===== src/hw/id_pkg.sv =====
//--------------------------------------
// decode stage widths, opcodes, enums
// and the instruction word union
//--------------------------------------
package id_pkg;

    // datapath and register file sizes
    localparam int XLEN       = 32;
    localparam int REG_ADDR_W = 5;
    localparam int NUM_REGS   = 32;

    // decoded major opcodes
    localparam logic [6:0] OPC_OP     = 7'b0110011;
    localparam logic [6:0] OPC_OP_IMM = 7'b0010011;
    localparam logic [6:0] OPC_LOAD   = 7'b0000011;
    localparam logic [6:0] OPC_LUI    = 7'b0110111;

    // execute unit that takes the instruction
    typedef enum logic {
        ZONE_ALU   = 1'b0,
        ZONE_LOADQ = 1'b1
    } zone_e;

    // alu operation
    typedef enum logic [3:0] {
        ALU_ADD  = 4'd0,
        ALU_SUB  = 4'd1,
        ALU_SLL  = 4'd2,
        ALU_SLT  = 4'd3,
        ALU_SLTU = 4'd4,
        ALU_XOR  = 4'd5,
        ALU_SRL  = 4'd6,
        ALU_SRA  = 4'd7,
        ALU_OR   = 4'd8,
        ALU_AND  = 4'd9
    } alu_op_e;

    // one instruction word, r-type and i-type field views
    typedef union packed {
        struct packed {
            logic [6:0] funct7;
            logic [4:0] rs2;
            logic [4:0] rs1;
            logic [2:0] funct3;
            logic [4:0] rd;
            logic [6:0] opcode;
        } r;
        struct packed {
            logic [11:0] imm;
            logic [4:0]  rs1;
            logic [2:0]  funct3;
            logic [4:0]  rd;
            logic [6:0]  opcode;
        } i;
    } rv_ins_u;

endpackage


===== src/hw/id_ifs.sv =====
//--------------------------------------
// decode bundle and register write port
//--------------------------------------
`timescale 1ns/1ps

// decoder output toward scoreboard and operand stage
interface dec_if import id_pkg::*; ();
    logic                  regs1_rd;
    logic [REG_ADDR_W-1:0] regs1_addr;
    logic                  regs2_rd;
    logic [REG_ADDR_W-1:0] regs2_addr;
    logic                  regd_tgt;
    logic [REG_ADDR_W-1:0] regd_addr;
    logic [XLEN-1:0]       imm;
    logic                  sels2_imm;
    alu_op_e               alu_op;
    logic [2:0]            funct3;
    zone_e                 zone;
    logic                  uerr;

    modport src  (output regs1_rd, regs1_addr, regs2_rd, regs2_addr, regd_tgt, regd_addr,
                  imm, sels2_imm, alu_op, funct3, zone, uerr);
    modport sb   (input regs1_rd, regs1_addr, regs2_rd, regs2_addr, regd_tgt, regd_addr,
                  zone);
    modport opnd (input regs1_rd, regs1_addr, regs2_rd, regs2_addr, regd_tgt, regd_addr,
                  imm, sels2_imm, alu_op, funct3, zone, uerr);
endinterface

// one register write port, execute write-back or lsq
interface wr_port_if import id_pkg::*; ();
    logic                  wr;
    logic [REG_ADDR_W-1:0] addr;
    logic [XLEN-1:0]       data;
    // load cancel, execute side only
    logic                  cncl_load;

    modport drv (output wr, addr, data, cncl_load);
    modport rf  (input wr, addr, data);
    modport sb  (input wr, addr, cncl_load);
    modport fwd (input wr, addr, data);
endinterface


===== src/hw/id_stage.sv =====
//--------------------------------------
// decode stage top, fetch ack and wiring
//--------------------------------------
`timescale 1ns/1ps

module id_stage import id_pkg::*; (
    input  logic                  clk_i,
    input  logic                  resetb_i,
    // fetch
    input  logic                  pfu_dav_i,
    input  logic [31:0]           pfu_ins_i,
    output logic                  pfu_ack_o,
    // execute
    input  logic                  exs_stall_i,
    input  logic                  exs_regd_wr_i,
    input  logic [REG_ADDR_W-1:0] exs_regd_addr_i,
    input  logic [XLEN-1:0]       exs_regd_data_i,
    input  logic                  exs_regd_cncl_load_i,
    // load/store queue
    input  logic                  lsq_reg_wr_i,
    input  logic [REG_ADDR_W-1:0] lsq_reg_addr_i,
    input  logic [XLEN-1:0]       lsq_reg_data_i,
    // to execute
    output logic                  exs_valid_o,
    output logic                  exs_ins_uerr_o,
    output zone_e                 exs_zone_o,
    output alu_op_e               exs_alu_op_o,
    output logic [2:0]            exs_funct3_o,
    output logic [REG_ADDR_W-1:0] exs_regd_addr_o,
    output logic [XLEN-1:0]       exs_operand_left_o,
    output logic [XLEN-1:0]       exs_operand_right_o,
    output logic [XLEN-1:0]       exs_regs2_data_o
);

    rv_ins_u         ins_w;
    logic            sb_stall;
    logic [XLEN-1:0] rs1_data;
    logic [XLEN-1:0] rs2_data;

    dec_if     dec_bus ();
    wr_port_if exs_wb ();
    wr_port_if lsq_wb ();

    assign ins_w = pfu_ins_i;

    // write ports
    assign exs_wb.wr        = exs_regd_wr_i;
    assign exs_wb.addr      = exs_regd_addr_i;
    assign exs_wb.data      = exs_regd_data_i;
    assign exs_wb.cncl_load = exs_regd_cncl_load_i;
    assign lsq_wb.wr        = lsq_reg_wr_i;
    assign lsq_wb.addr      = lsq_reg_addr_i;
    assign lsq_wb.data      = lsq_reg_data_i;
    // lsq has no cancel
    assign lsq_wb.cncl_load = 1'b0;

    // take the fetch when no load hazard and execute has room
    assign pfu_ack_o = pfu_dav_i & ~sb_stall & (~exs_stall_i | ~exs_valid_o);

    ins_decoder u_decoder (
        .ins_i (ins_w),
        .dec   (dec_bus)
    );

    load_scoreboard u_scoreboard (
        .clk_i    (clk_i),
        .resetb_i (resetb_i),
        .dec      (dec_bus),
        .ack_i    (pfu_ack_o),
        .exs_wb   (exs_wb),
        .lsq_wb   (lsq_wb),
        .stall_o  (sb_stall)
    );

    regfile_integer u_regfile (
        .clk_i      (clk_i),
        .resetb_i   (resetb_i),
        .wa         (exs_wb),
        .wb         (lsq_wb),
        .rd_en_i    (pfu_ack_o),
        .rs1_addr_i (dec_bus.regs1_addr),
        .rs2_addr_i (dec_bus.regs2_addr),
        .rs1_data_o (rs1_data),
        .rs2_data_o (rs2_data)
    );

    operand_stage u_operand (
        .clk_i               (clk_i),
        .resetb_i            (resetb_i),
        .dec                 (dec_bus),
        .ack_i               (pfu_ack_o),
        .exs_stall_i         (exs_stall_i),
        .exs_wb              (exs_wb),
        .rs1_data_i          (rs1_data),
        .rs2_data_i          (rs2_data),
        .exs_valid_o         (exs_valid_o),
        .exs_ins_uerr_o      (exs_ins_uerr_o),
        .exs_zone_o          (exs_zone_o),
        .exs_alu_op_o        (exs_alu_op_o),
        .exs_funct3_o        (exs_funct3_o),
        .exs_regd_addr_o     (exs_regd_addr_o),
        .exs_operand_left_o  (exs_operand_left_o),
        .exs_operand_right_o (exs_operand_right_o),
        .exs_regs2_data_o    (exs_regs2_data_o)
    );

endmodule


===== src/hw/ins_decoder.sv =====
//--------------------------------------
// rv32i subset decoder
//--------------------------------------
`timescale 1ns/1ps

module ins_decoder import id_pkg::*; (
    input  rv_ins_u ins_i,
    dec_if.src      dec
);

    logic [31:0] ins_raw;
    logic        op_alt_ok;

    // funct3 to alu op, alt picks sub/sra
    function automatic alu_op_e alu_from_funct3(input logic [2:0] f3, input logic alt);
        alu_op_e op;
        case (f3)
            3'b000:  op = alt ? ALU_SUB : ALU_ADD;
            3'b001:  op = ALU_SLL;
            3'b010:  op = ALU_SLT;
            3'b011:  op = ALU_SLTU;
            3'b100:  op = ALU_XOR;
            3'b101:  op = alt ? ALU_SRA : ALU_SRL;
            3'b110:  op = ALU_OR;
            default: op = ALU_AND;
        endcase
        return op;
    endfunction

    assign ins_raw = ins_i;

    // funct7 0100000 only legal for sub and sra
    assign op_alt_ok = (ins_i.r.funct7 == 7'b0100000) &&
                       (ins_i.r.funct3 == 3'b000 || ins_i.r.funct3 == 3'b101);

    always_comb begin
        // defaults from the r view
        dec.regs1_rd   = 1'b0;
        dec.regs1_addr = ins_i.r.rs1;
        dec.regs2_rd   = 1'b0;
        dec.regs2_addr = ins_i.r.rs2;
        dec.regd_tgt   = 1'b0;
        dec.regd_addr  = ins_i.r.rd;
        dec.imm        = {{(XLEN-12){ins_i.i.imm[11]}}, ins_i.i.imm};
        dec.sels2_imm  = 1'b0;
        dec.alu_op     = ALU_ADD;
        dec.funct3     = ins_i.r.funct3;
        dec.zone       = ZONE_ALU;
        dec.uerr       = 1'b0;
        case (ins_i.r.opcode)
            OPC_OP: begin
                dec.regs1_rd = 1'b1;
                dec.regs2_rd = 1'b1;
                dec.alu_op   = alu_from_funct3(ins_i.r.funct3, ins_i.r.funct7[5]);
                // reserved funct7 encodings
                if (ins_i.r.funct7 != 7'b0 && !op_alt_ok) begin
                    dec.uerr = 1'b1;
                end else begin
                    dec.regd_tgt = 1'b1;
                end
            end
            OPC_OP_IMM: begin
                dec.regs1_rd  = 1'b1;
                dec.regd_tgt  = 1'b1;
                dec.sels2_imm = 1'b1;
                // srai is marked by bit 30, addi has no alternate
                dec.alu_op    = alu_from_funct3(ins_i.i.funct3,
                                    ins_i.i.funct3 == 3'b101 && ins_i.r.funct7[5]);
            end
            OPC_LOAD: begin
                dec.regs1_rd  = 1'b1;
                dec.regd_tgt  = 1'b1;
                dec.sels2_imm = 1'b1;
                dec.zone      = ZONE_LOADQ;
            end
            OPC_LUI: begin
                // x0 as left operand, upper immediate on the right
                dec.regs1_addr = '0;
                dec.regd_tgt   = 1'b1;
                dec.sels2_imm  = 1'b1;
                dec.imm        = {ins_raw[31:12], 12'h000};
            end
            default: begin
                dec.uerr = 1'b1;
            end
        endcase
    end

endmodule


===== src/hw/load_scoreboard.sv =====
//--------------------------------------
// pending load scoreboard and stall
//--------------------------------------
`timescale 1ns/1ps

module load_scoreboard import id_pkg::*; (
    input  logic  clk_i,
    input  logic  resetb_i,
    dec_if.sb     dec,
    input  logic  ack_i,
    wr_port_if.sb exs_wb,
    wr_port_if.sb lsq_wb,
    output logic  stall_o
);

    logic [NUM_REGS-1:1] pend_q;
    // full width view, x0 never pending
    logic [NUM_REGS-1:0] pend_vec;
    logic                load_set;
    logic                exs_clr;
    logic                lsq_clr;

    assign pend_vec = {pend_q, 1'b0};

    // acked load with a real destination
    assign load_set = ack_i && dec.zone == ZONE_LOADQ && dec.regd_tgt && dec.regd_addr != '0;
    assign exs_clr  = exs_wb.cncl_load && exs_wb.addr != '0;
    assign lsq_clr  = (lsq_wb.wr || lsq_wb.cncl_load) && lsq_wb.addr != '0;

    // hold off any source or target still waiting on a load
    assign stall_o = (dec.regs1_rd && pend_vec[dec.regs1_addr]) ||
                     (dec.regs2_rd && pend_vec[dec.regs2_addr]) ||
                     (dec.regd_tgt && pend_vec[dec.regd_addr]);

    always_ff @(posedge clk_i or negedge resetb_i) begin
        if (!resetb_i) begin
            pend_q <= '0;
        end else begin
            if (load_set) begin
                pend_q[dec.regd_addr] <= 1'b1;
            end
            if (exs_clr) begin
                pend_q[exs_wb.addr] <= 1'b0;
            end
            if (lsq_clr) begin
                pend_q[lsq_wb.addr] <= 1'b0;
            end
        end
    end

    //--------------------------------------
    // checks
    //--------------------------------------
    // one outstanding load per register
    a_no_double_set: assert property (@(posedge clk_i) disable iff (!resetb_i)
        load_set |-> !pend_vec[dec.regd_addr]);
    // completions only for loads in flight
    a_lsq_clr_pend: assert property (@(posedge clk_i) disable iff (!resetb_i)
        lsq_clr |-> pend_vec[lsq_wb.addr]);
    a_exs_clr_pend: assert property (@(posedge clk_i) disable iff (!resetb_i)
        exs_clr |-> pend_vec[exs_wb.addr]);
    // top-level ack never lets a stale read through
    a_no_pend_read: assert property (@(posedge clk_i) disable iff (!resetb_i)
        ack_i |-> !(dec.regs1_rd && pend_vec[dec.regs1_addr]) &&
                  !(dec.regs2_rd && pend_vec[dec.regs2_addr]));

endmodule


===== src/hw/operand_stage.sv =====
//--------------------------------------
// execute hand-off, forwarding, operands
//--------------------------------------
`timescale 1ns/1ps

module operand_stage import id_pkg::*; (
    input  logic                  clk_i,
    input  logic                  resetb_i,
    dec_if.opnd                   dec,
    input  logic                  ack_i,
    input  logic                  exs_stall_i,
    wr_port_if.fwd                exs_wb,
    input  logic [XLEN-1:0]       rs1_data_i,
    input  logic [XLEN-1:0]       rs2_data_i,
    output logic                  exs_valid_o,
    output logic                  exs_ins_uerr_o,
    output zone_e                 exs_zone_o,
    output alu_op_e               exs_alu_op_o,
    output logic [2:0]            exs_funct3_o,
    output logic [REG_ADDR_W-1:0] exs_regd_addr_o,
    output logic [XLEN-1:0]       exs_operand_left_o,
    output logic [XLEN-1:0]       exs_operand_right_o,
    output logic [XLEN-1:0]       exs_regs2_data_o
);

    // forwarding register
    logic                  fwd_wr_q;
    logic [REG_ADDR_W-1:0] fwd_addr_q;
    logic [XLEN-1:0]       fwd_data_q;
    // held decode fields
    logic [XLEN-1:0]       imm_q;
    logic                  sels2_imm_q;
    logic [REG_ADDR_W-1:0] regs1_addr_q;
    logic [REG_ADDR_W-1:0] regs2_addr_q;
    // forwarded sources
    logic [XLEN-1:0]       fwd_rs1;
    logic [XLEN-1:0]       fwd_rs2;

    // newest copy of a source register
    function automatic logic [XLEN-1:0] fwd_pick(input logic [REG_ADDR_W-1:0] addr,
                                                 input logic [XLEN-1:0]       rf_data);
        logic [XLEN-1:0] res;
        if (addr == '0) begin
            res = rf_data;
        end else if (exs_wb.wr && exs_wb.addr == addr) begin
            // alu result this cycle
            res = exs_wb.data;
        end else if (fwd_wr_q && fwd_addr_q == addr) begin
            // write-back one cycle old, not yet in rf read data
            res = fwd_data_q;
        end else begin
            res = rf_data;
        end
        return res;
    endfunction

    //--------------------------------------
    // hand-off and forwarding registers
    //--------------------------------------
    always_ff @(posedge clk_i or negedge resetb_i) begin
        if (!resetb_i) begin
            exs_valid_o <= 1'b0;
            fwd_wr_q    <= 1'b0;
        end else begin
            if (!exs_stall_i) begin
                exs_valid_o <= ack_i;
            end
            fwd_wr_q <= exs_wb.wr;
        end
    end

    always_ff @(posedge clk_i) begin
        fwd_addr_q <= exs_wb.addr;
        fwd_data_q <= exs_wb.data;
    end

    // fields follow the accepted instruction
    always_ff @(posedge clk_i) begin
        if (ack_i) begin
            exs_ins_uerr_o  <= dec.uerr;
            exs_zone_o      <= dec.zone;
            exs_alu_op_o    <= dec.alu_op;
            exs_funct3_o    <= dec.funct3;
            exs_regd_addr_o <= dec.regd_tgt ? dec.regd_addr : '0;
            imm_q           <= dec.imm;
            sels2_imm_q     <= dec.sels2_imm;
            // source addr delay for the forwarding compare
            regs1_addr_q    <= dec.regs1_addr;
            regs2_addr_q    <= dec.regs2_addr;
        end
    end

    //--------------------------------------
    // forwarding and operand select
    //--------------------------------------
    always_comb begin
        fwd_rs1 = fwd_pick(regs1_addr_q, rs1_data_i);
        fwd_rs2 = fwd_pick(regs2_addr_q, rs2_data_i);
    end

    assign exs_operand_left_o  = fwd_rs1;
    assign exs_operand_right_o = sels2_imm_q ? imm_q : fwd_rs2;
    // store data path
    assign exs_regs2_data_o    = fwd_rs2;

endmodule


===== src/hw/regfile_integer.sv =====
//--------------------------------------
// integer register file, 2 wr / 2 rd
//--------------------------------------
`timescale 1ns/1ps

module regfile_integer import id_pkg::*; (
    input  logic                  clk_i,
    input  logic                  resetb_i,
    wr_port_if.rf                 wa,
    wr_port_if.rf                 wb,
    input  logic                  rd_en_i,
    input  logic [REG_ADDR_W-1:0] rs1_addr_i,
    input  logic [REG_ADDR_W-1:0] rs2_addr_i,
    output logic [XLEN-1:0]       rs1_data_o,
    output logic [XLEN-1:0]       rs2_data_o
);

    // x1..x31, x0 has no storage
    logic [XLEN-1:0] regs_q [1:NUM_REGS-1];
    logic [XLEN-1:0] rs1_word;
    logic [XLEN-1:0] rs2_word;

    // both ports may land in the same cycle
    always_ff @(posedge clk_i) begin
        if (wa.wr && wa.addr != '0) begin
            regs_q[wa.addr] <= wa.data;
        end
        if (wb.wr && wb.addr != '0) begin
            regs_q[wb.addr] <= wb.data;
        end
    end

    // x0 reads as zero
    assign rs1_word = (rs1_addr_i == '0) ? '0 : regs_q[rs1_addr_i];
    assign rs2_word = (rs2_addr_i == '0) ? '0 : regs_q[rs2_addr_i];

    // read data captured on ack
    always_ff @(posedge clk_i or negedge resetb_i) begin
        if (!resetb_i) begin
            rs1_data_o <= '0;
            rs2_data_o <= '0;
        end else if (rd_en_i) begin
            rs1_data_o <= rs1_word;
            rs2_data_o <= rs2_word;
        end
    end

    // execute and lsq never race on one register
    a_no_wr_clash: assert property (@(posedge clk_i) disable iff (!resetb_i)
        !(wa.wr && wb.wr && wa.addr == wb.addr && wa.addr != '0));

endmodule


===== config.mk =====
export PLATFORM = sky130hd
export DESIGN_NAME = id_stage
export DESIGN_NICKNAME = d
export VERILOG_FILES = /design/src/hw/id_pkg.sv /design/src/hw/id_ifs.sv /design/src/hw/id_stage.sv /design/src/hw/ins_decoder.sv /design/src/hw/load_scoreboard.sv /design/src/hw/operand_stage.sv /design/src/hw/regfile_integer.sv
export SDC_FILE = /design/constraint.sdc
export NUM_CORES = 2
export LEC_CHECK = 0
export BUFFER_PORTS_ARGS = -buffer_cell sky130_fd_sc_hd__buf_4
export CAP_MARGIN = 40
export CORE_ASPECT_RATIO = 0.5
export CORE_MARGIN = 2
export CORE_UTILIZATION = 63
export DETAILED_ROUTE_END_ITERATION = 7
export PLACE_DENSITY_LB_ADDON = 0.12
export REMOVE_ABC_BUFFERS = 1
export SLEW_MARGIN = 15
export SYNTH_ARGS = -nofsm -noshare
export SYNTH_HDL_FRONTEND = slang
export SYNTH_HIERARCHICAL = 1
export SYNTH_SLANG_ARGS = --single-unit

===== constraint.sdc =====
create_clock -name clk_i -period 5.9 [get_ports clk_i]
set_input_delay 0.295 -clock clk_i [delete_from_list [all_inputs] [get_ports clk_i]]
set_output_delay 0.295 -clock clk_i [all_outputs]
set_load 0.005 [all_outputs]

==> impl_metrics.ini <==
[logic_synthesis]
synth.top_cells.by_area = edfxtp_1 46%, mux2_2 17%, mux4_2 11%
avgSynthCellArea_um2 = 14.1
ys_types = 70
syn-instance-count = 4909
synth_seq_area_share = 0.503
yosysMostFrequentCell = edfxtp_1
synth-seq-cells = 1183
synth-main-ff-cell = edfxtp_1
synth_top_cells_by_count = 1049 x edfxtp_1, 1039 x mux2_2, 365 x clkbuf_1
synth_edf_count = 1049
yosysTopAreaCellShare = 0.457
syn-cell-area_um2 = 69000
yosys.area.top_type = edfxtp_1
yosysWarnings = 6
async_reset_ff_frac = 0.0820

[floorplan]
std_cell_rows = 85
dieArea_um2 = 112000
initial_core_util = 0.638
fp.dieH_um = 238
io-pin-count = 225
die_w_um = 472
coreArea_um2 = 108000

[cts]
clock_sinks = 1183
clockRootBuffer = clkbuf_16
cts_buffer_depth = 3
cts_tree = built
insertion_delay_ns = 0.76
clk_pin_slew_worst_paths_ns = 0.07
cts_resized = 0
htree_levels = 3
cts_inserted_buffers = 107

[global_routing]
grt_max_degree = 133
use_met2 = 0.638
overflow = 0
track_usage = 0.461
met3_usage = 0.238
grt_pass1_wl_mm = 365
grt_pass1_vias = 50079
grt_antenna_before_repair = 15
grt_util_met1 = 0.598
busiest_layer = met2

[critical_path]
critPathMaxFanout = 17
r2r_start = u_scoreboard/pend_q[8]$_DFF_PN0_
cp_slowest_cell = nor2_4
cp_common_cell = buf_4
arrival_ns = 5.53
critical_path_class = input pin to flip-flop
ff2ff_path_depth = 11
path_cells = dlygate4sd3_1 > buf_4 > nand3b_1 > nor2_4 > nor2b_4 > mux4_2 > mux2i_1 > o32ai_1 > a31oi_1 > nand4_1 > a211oi_4 > inv_2 > a21o_2 > buf_4 > nor3_1 > a32o_1
slowest_delay_ns = 0.61
endpoint_kind = flip-flop
start_kind = input pin
rr_endpoint = u_regfile/rs2_data_o[12]$_DFFE_PN0P_
path_delay_family = simple AND/OR/NAND/NOR gates
cp.required_ns = 6.58
regToRegSetupSlack_ns = 1.81
path_buf_inv = 4

[run]
cap_violations = 0

[placement]
place_area_um2 = 72100
gp_congestion = 0.948
hpwl_mm = 150
io_buffers = 224
dp_cells = 6110

[cells_and_area]
syn_to_final_growth_pct = 11.3
fillers = 7251
final_core_util = 0.710
instances_no_fill = 6407
fin_area_um2 = 76800
layout-drive-gt1-share = 0.416
fin_nets = 4979

[timing]
period_minus_slack_ns = 4.85
whs_ns = -0.00970
hold_viol = 1
fin_crit_sh = 0.821
fin_tns_setup_ns = 0
fin_worst_skew_ns = 0.0305
drv_slew = 0
slew_headroom = 0.292
fmax_mhz = 206
finalSetupViolCount = 0
worstMarginPinSlew_ns = 1.06
rsz0062_at_grt = no

[route]
drcViolationCount = 7
first_iter_violations = 9231
avgViaCountPerCell = 8.10
wire_per_inst_um = 41.0
drtPass1Iterations = 8
num_vias = 51870
antenna_left = 0
drt_wl_total_mm = 263

[worst_hold_path]
hold_end = u_operand/regs2_addr_q[1]$_DFFE_PP_
hold_path_class = input pin to flip-flop
holdPathStages = 1
hp-start = pfu_ins_i[21]

[power]
p_per_area_nw_per_um2 = 261
p_total_mw = 20.1
vdd_ir_drop_max_mv = 0.230
power.leakage_nw = 26.5

[outcome]
run_status = complete, but fails checks
violations = design-rule violations, negative hold slack
## worst max path at each step
stage	slack, ns	endpoint	cells after the start	start
detailed placement	1.10	u_regfile/rs2_data_o[12]$_DFFE_PN0P_	15	pfu_ins_i[3]
floorplan	-15.77	u_regfile/rs1_data_o[30]$_DFFE_PN0P_	13	pfu_ins_i[3]
global placement	1.16	u_scoreboard/pend_q[28]$_DFF_PN0_	15	pfu_ins_i[3]
global route	1.11	u_regfile/rs2_data_o[8]$_DFFE_PN0P_	16	pfu_ins_i[4]
CTS	1.39	u_regfile/rs2_data_o[12]$_DFFE_PN0P_	16	pfu_ins_i[4]
finish	1.05	u_regfile/rs2_data_o[12]$_DFFE_PN0P_	16	pfu_ins_i[4]
## power by group
part,switching (mW),total (mW),internal (mW),leakage (nW)
clock network,3.37,7.44,4.07,1.78
registers,0.203,9.63,9.43,11.1
logic,1.70,2.99,1.29,13.7
total,5.27,20.1,14.8,26.5
## kinds of logic after synthesis
logic type             after synthesis  synth area share
multiplexers                      1662             0.322
buffers and inverters              685            0.0436
flip-flops                        1183             0.503
XOR/XNOR                            21           0.00267
AND/OR/NAND/NOR                    668            0.0475
other                                1         0.0000544
AO/OA/AOI/OAI                      689            0.0811
## what timing repair did
action,CTS,global route
hold endpoints to repair,104,0
buffers inserted,0,0
hold buffers,60,0
## cell type report
type / count / area (um^2) / area share
Sequential cell: 1183 / 34700 / 0.452
Multi-Input combinational cell: 3041 / 32000 / 0.417
Timing Repair Buffer: 464 / 4400 / 0.0573
Clock buffer: 149 / 3030 / 0.0394
Tap cell: 1435 / 1800 / 0.0234
Clock inverter: 53 / 578 / 0.00753
Inverter: 69 / 259 / 0.00337
Antenna cell: 13 / 32.5 / 0.000424
## metrics by stage
| step | setup slack, ns | hold slack [ns] |
|---|---|---|
| detailed placement | 1.10 | 0.349 |
| CTS | 1.39 | 0.00914 |
| global route | 1.11 | 0.00506 |
| floorplan | -15.77 | -0.000591 |
| global placement | 1.16 | 0.345 |
| finish | 1.05 | -0.00970 |
## layer usage
layer  wire (um)  up-vias
li1            -    19601
met3       50600     1078
met2      108000     5095
met1       89100    26086
met4       15200       10
met5          62        -
## flip-flops by register name, summed over array words and instances, names as in the netlist, 3 cells and up
signal,count
u_operand/exs_alu_op_o,4
u_operand/exs_funct3_o,3
u_operand/exs_regd_addr_o,5
u_operand/fwd_addr_q,5
u_operand/fwd_data_q,32
u_operand/imm_q,32
u_operand/regs1_addr_q,5
u_operand/regs2_addr_q,5
u_regfile/regs_q,992
u_regfile/rs1_data_o,32
u_regfile/rs2_data_o,32
u_scoreboard/pend_q,31
## cell usage in the layout (no fill, tap or decap), drive strengths merged, types with 94 or more instances in the layout
cell type | Yosys | routed
mux2 | 1057 | 1057
nand2 | 138 | 138
mux4 | 341 | 341
o221ai | 96 | 96
nor2 | 177 | 177
edfxtp | 1049 | 1049
dfrtp | 97 | 97
clkbuf | 365 | 149
mux2i | 264 | 264
nor3 | 106 | 106
buf | 251 | 404
a221oi | 94 | 94
(Power assumes the default switching activity.)
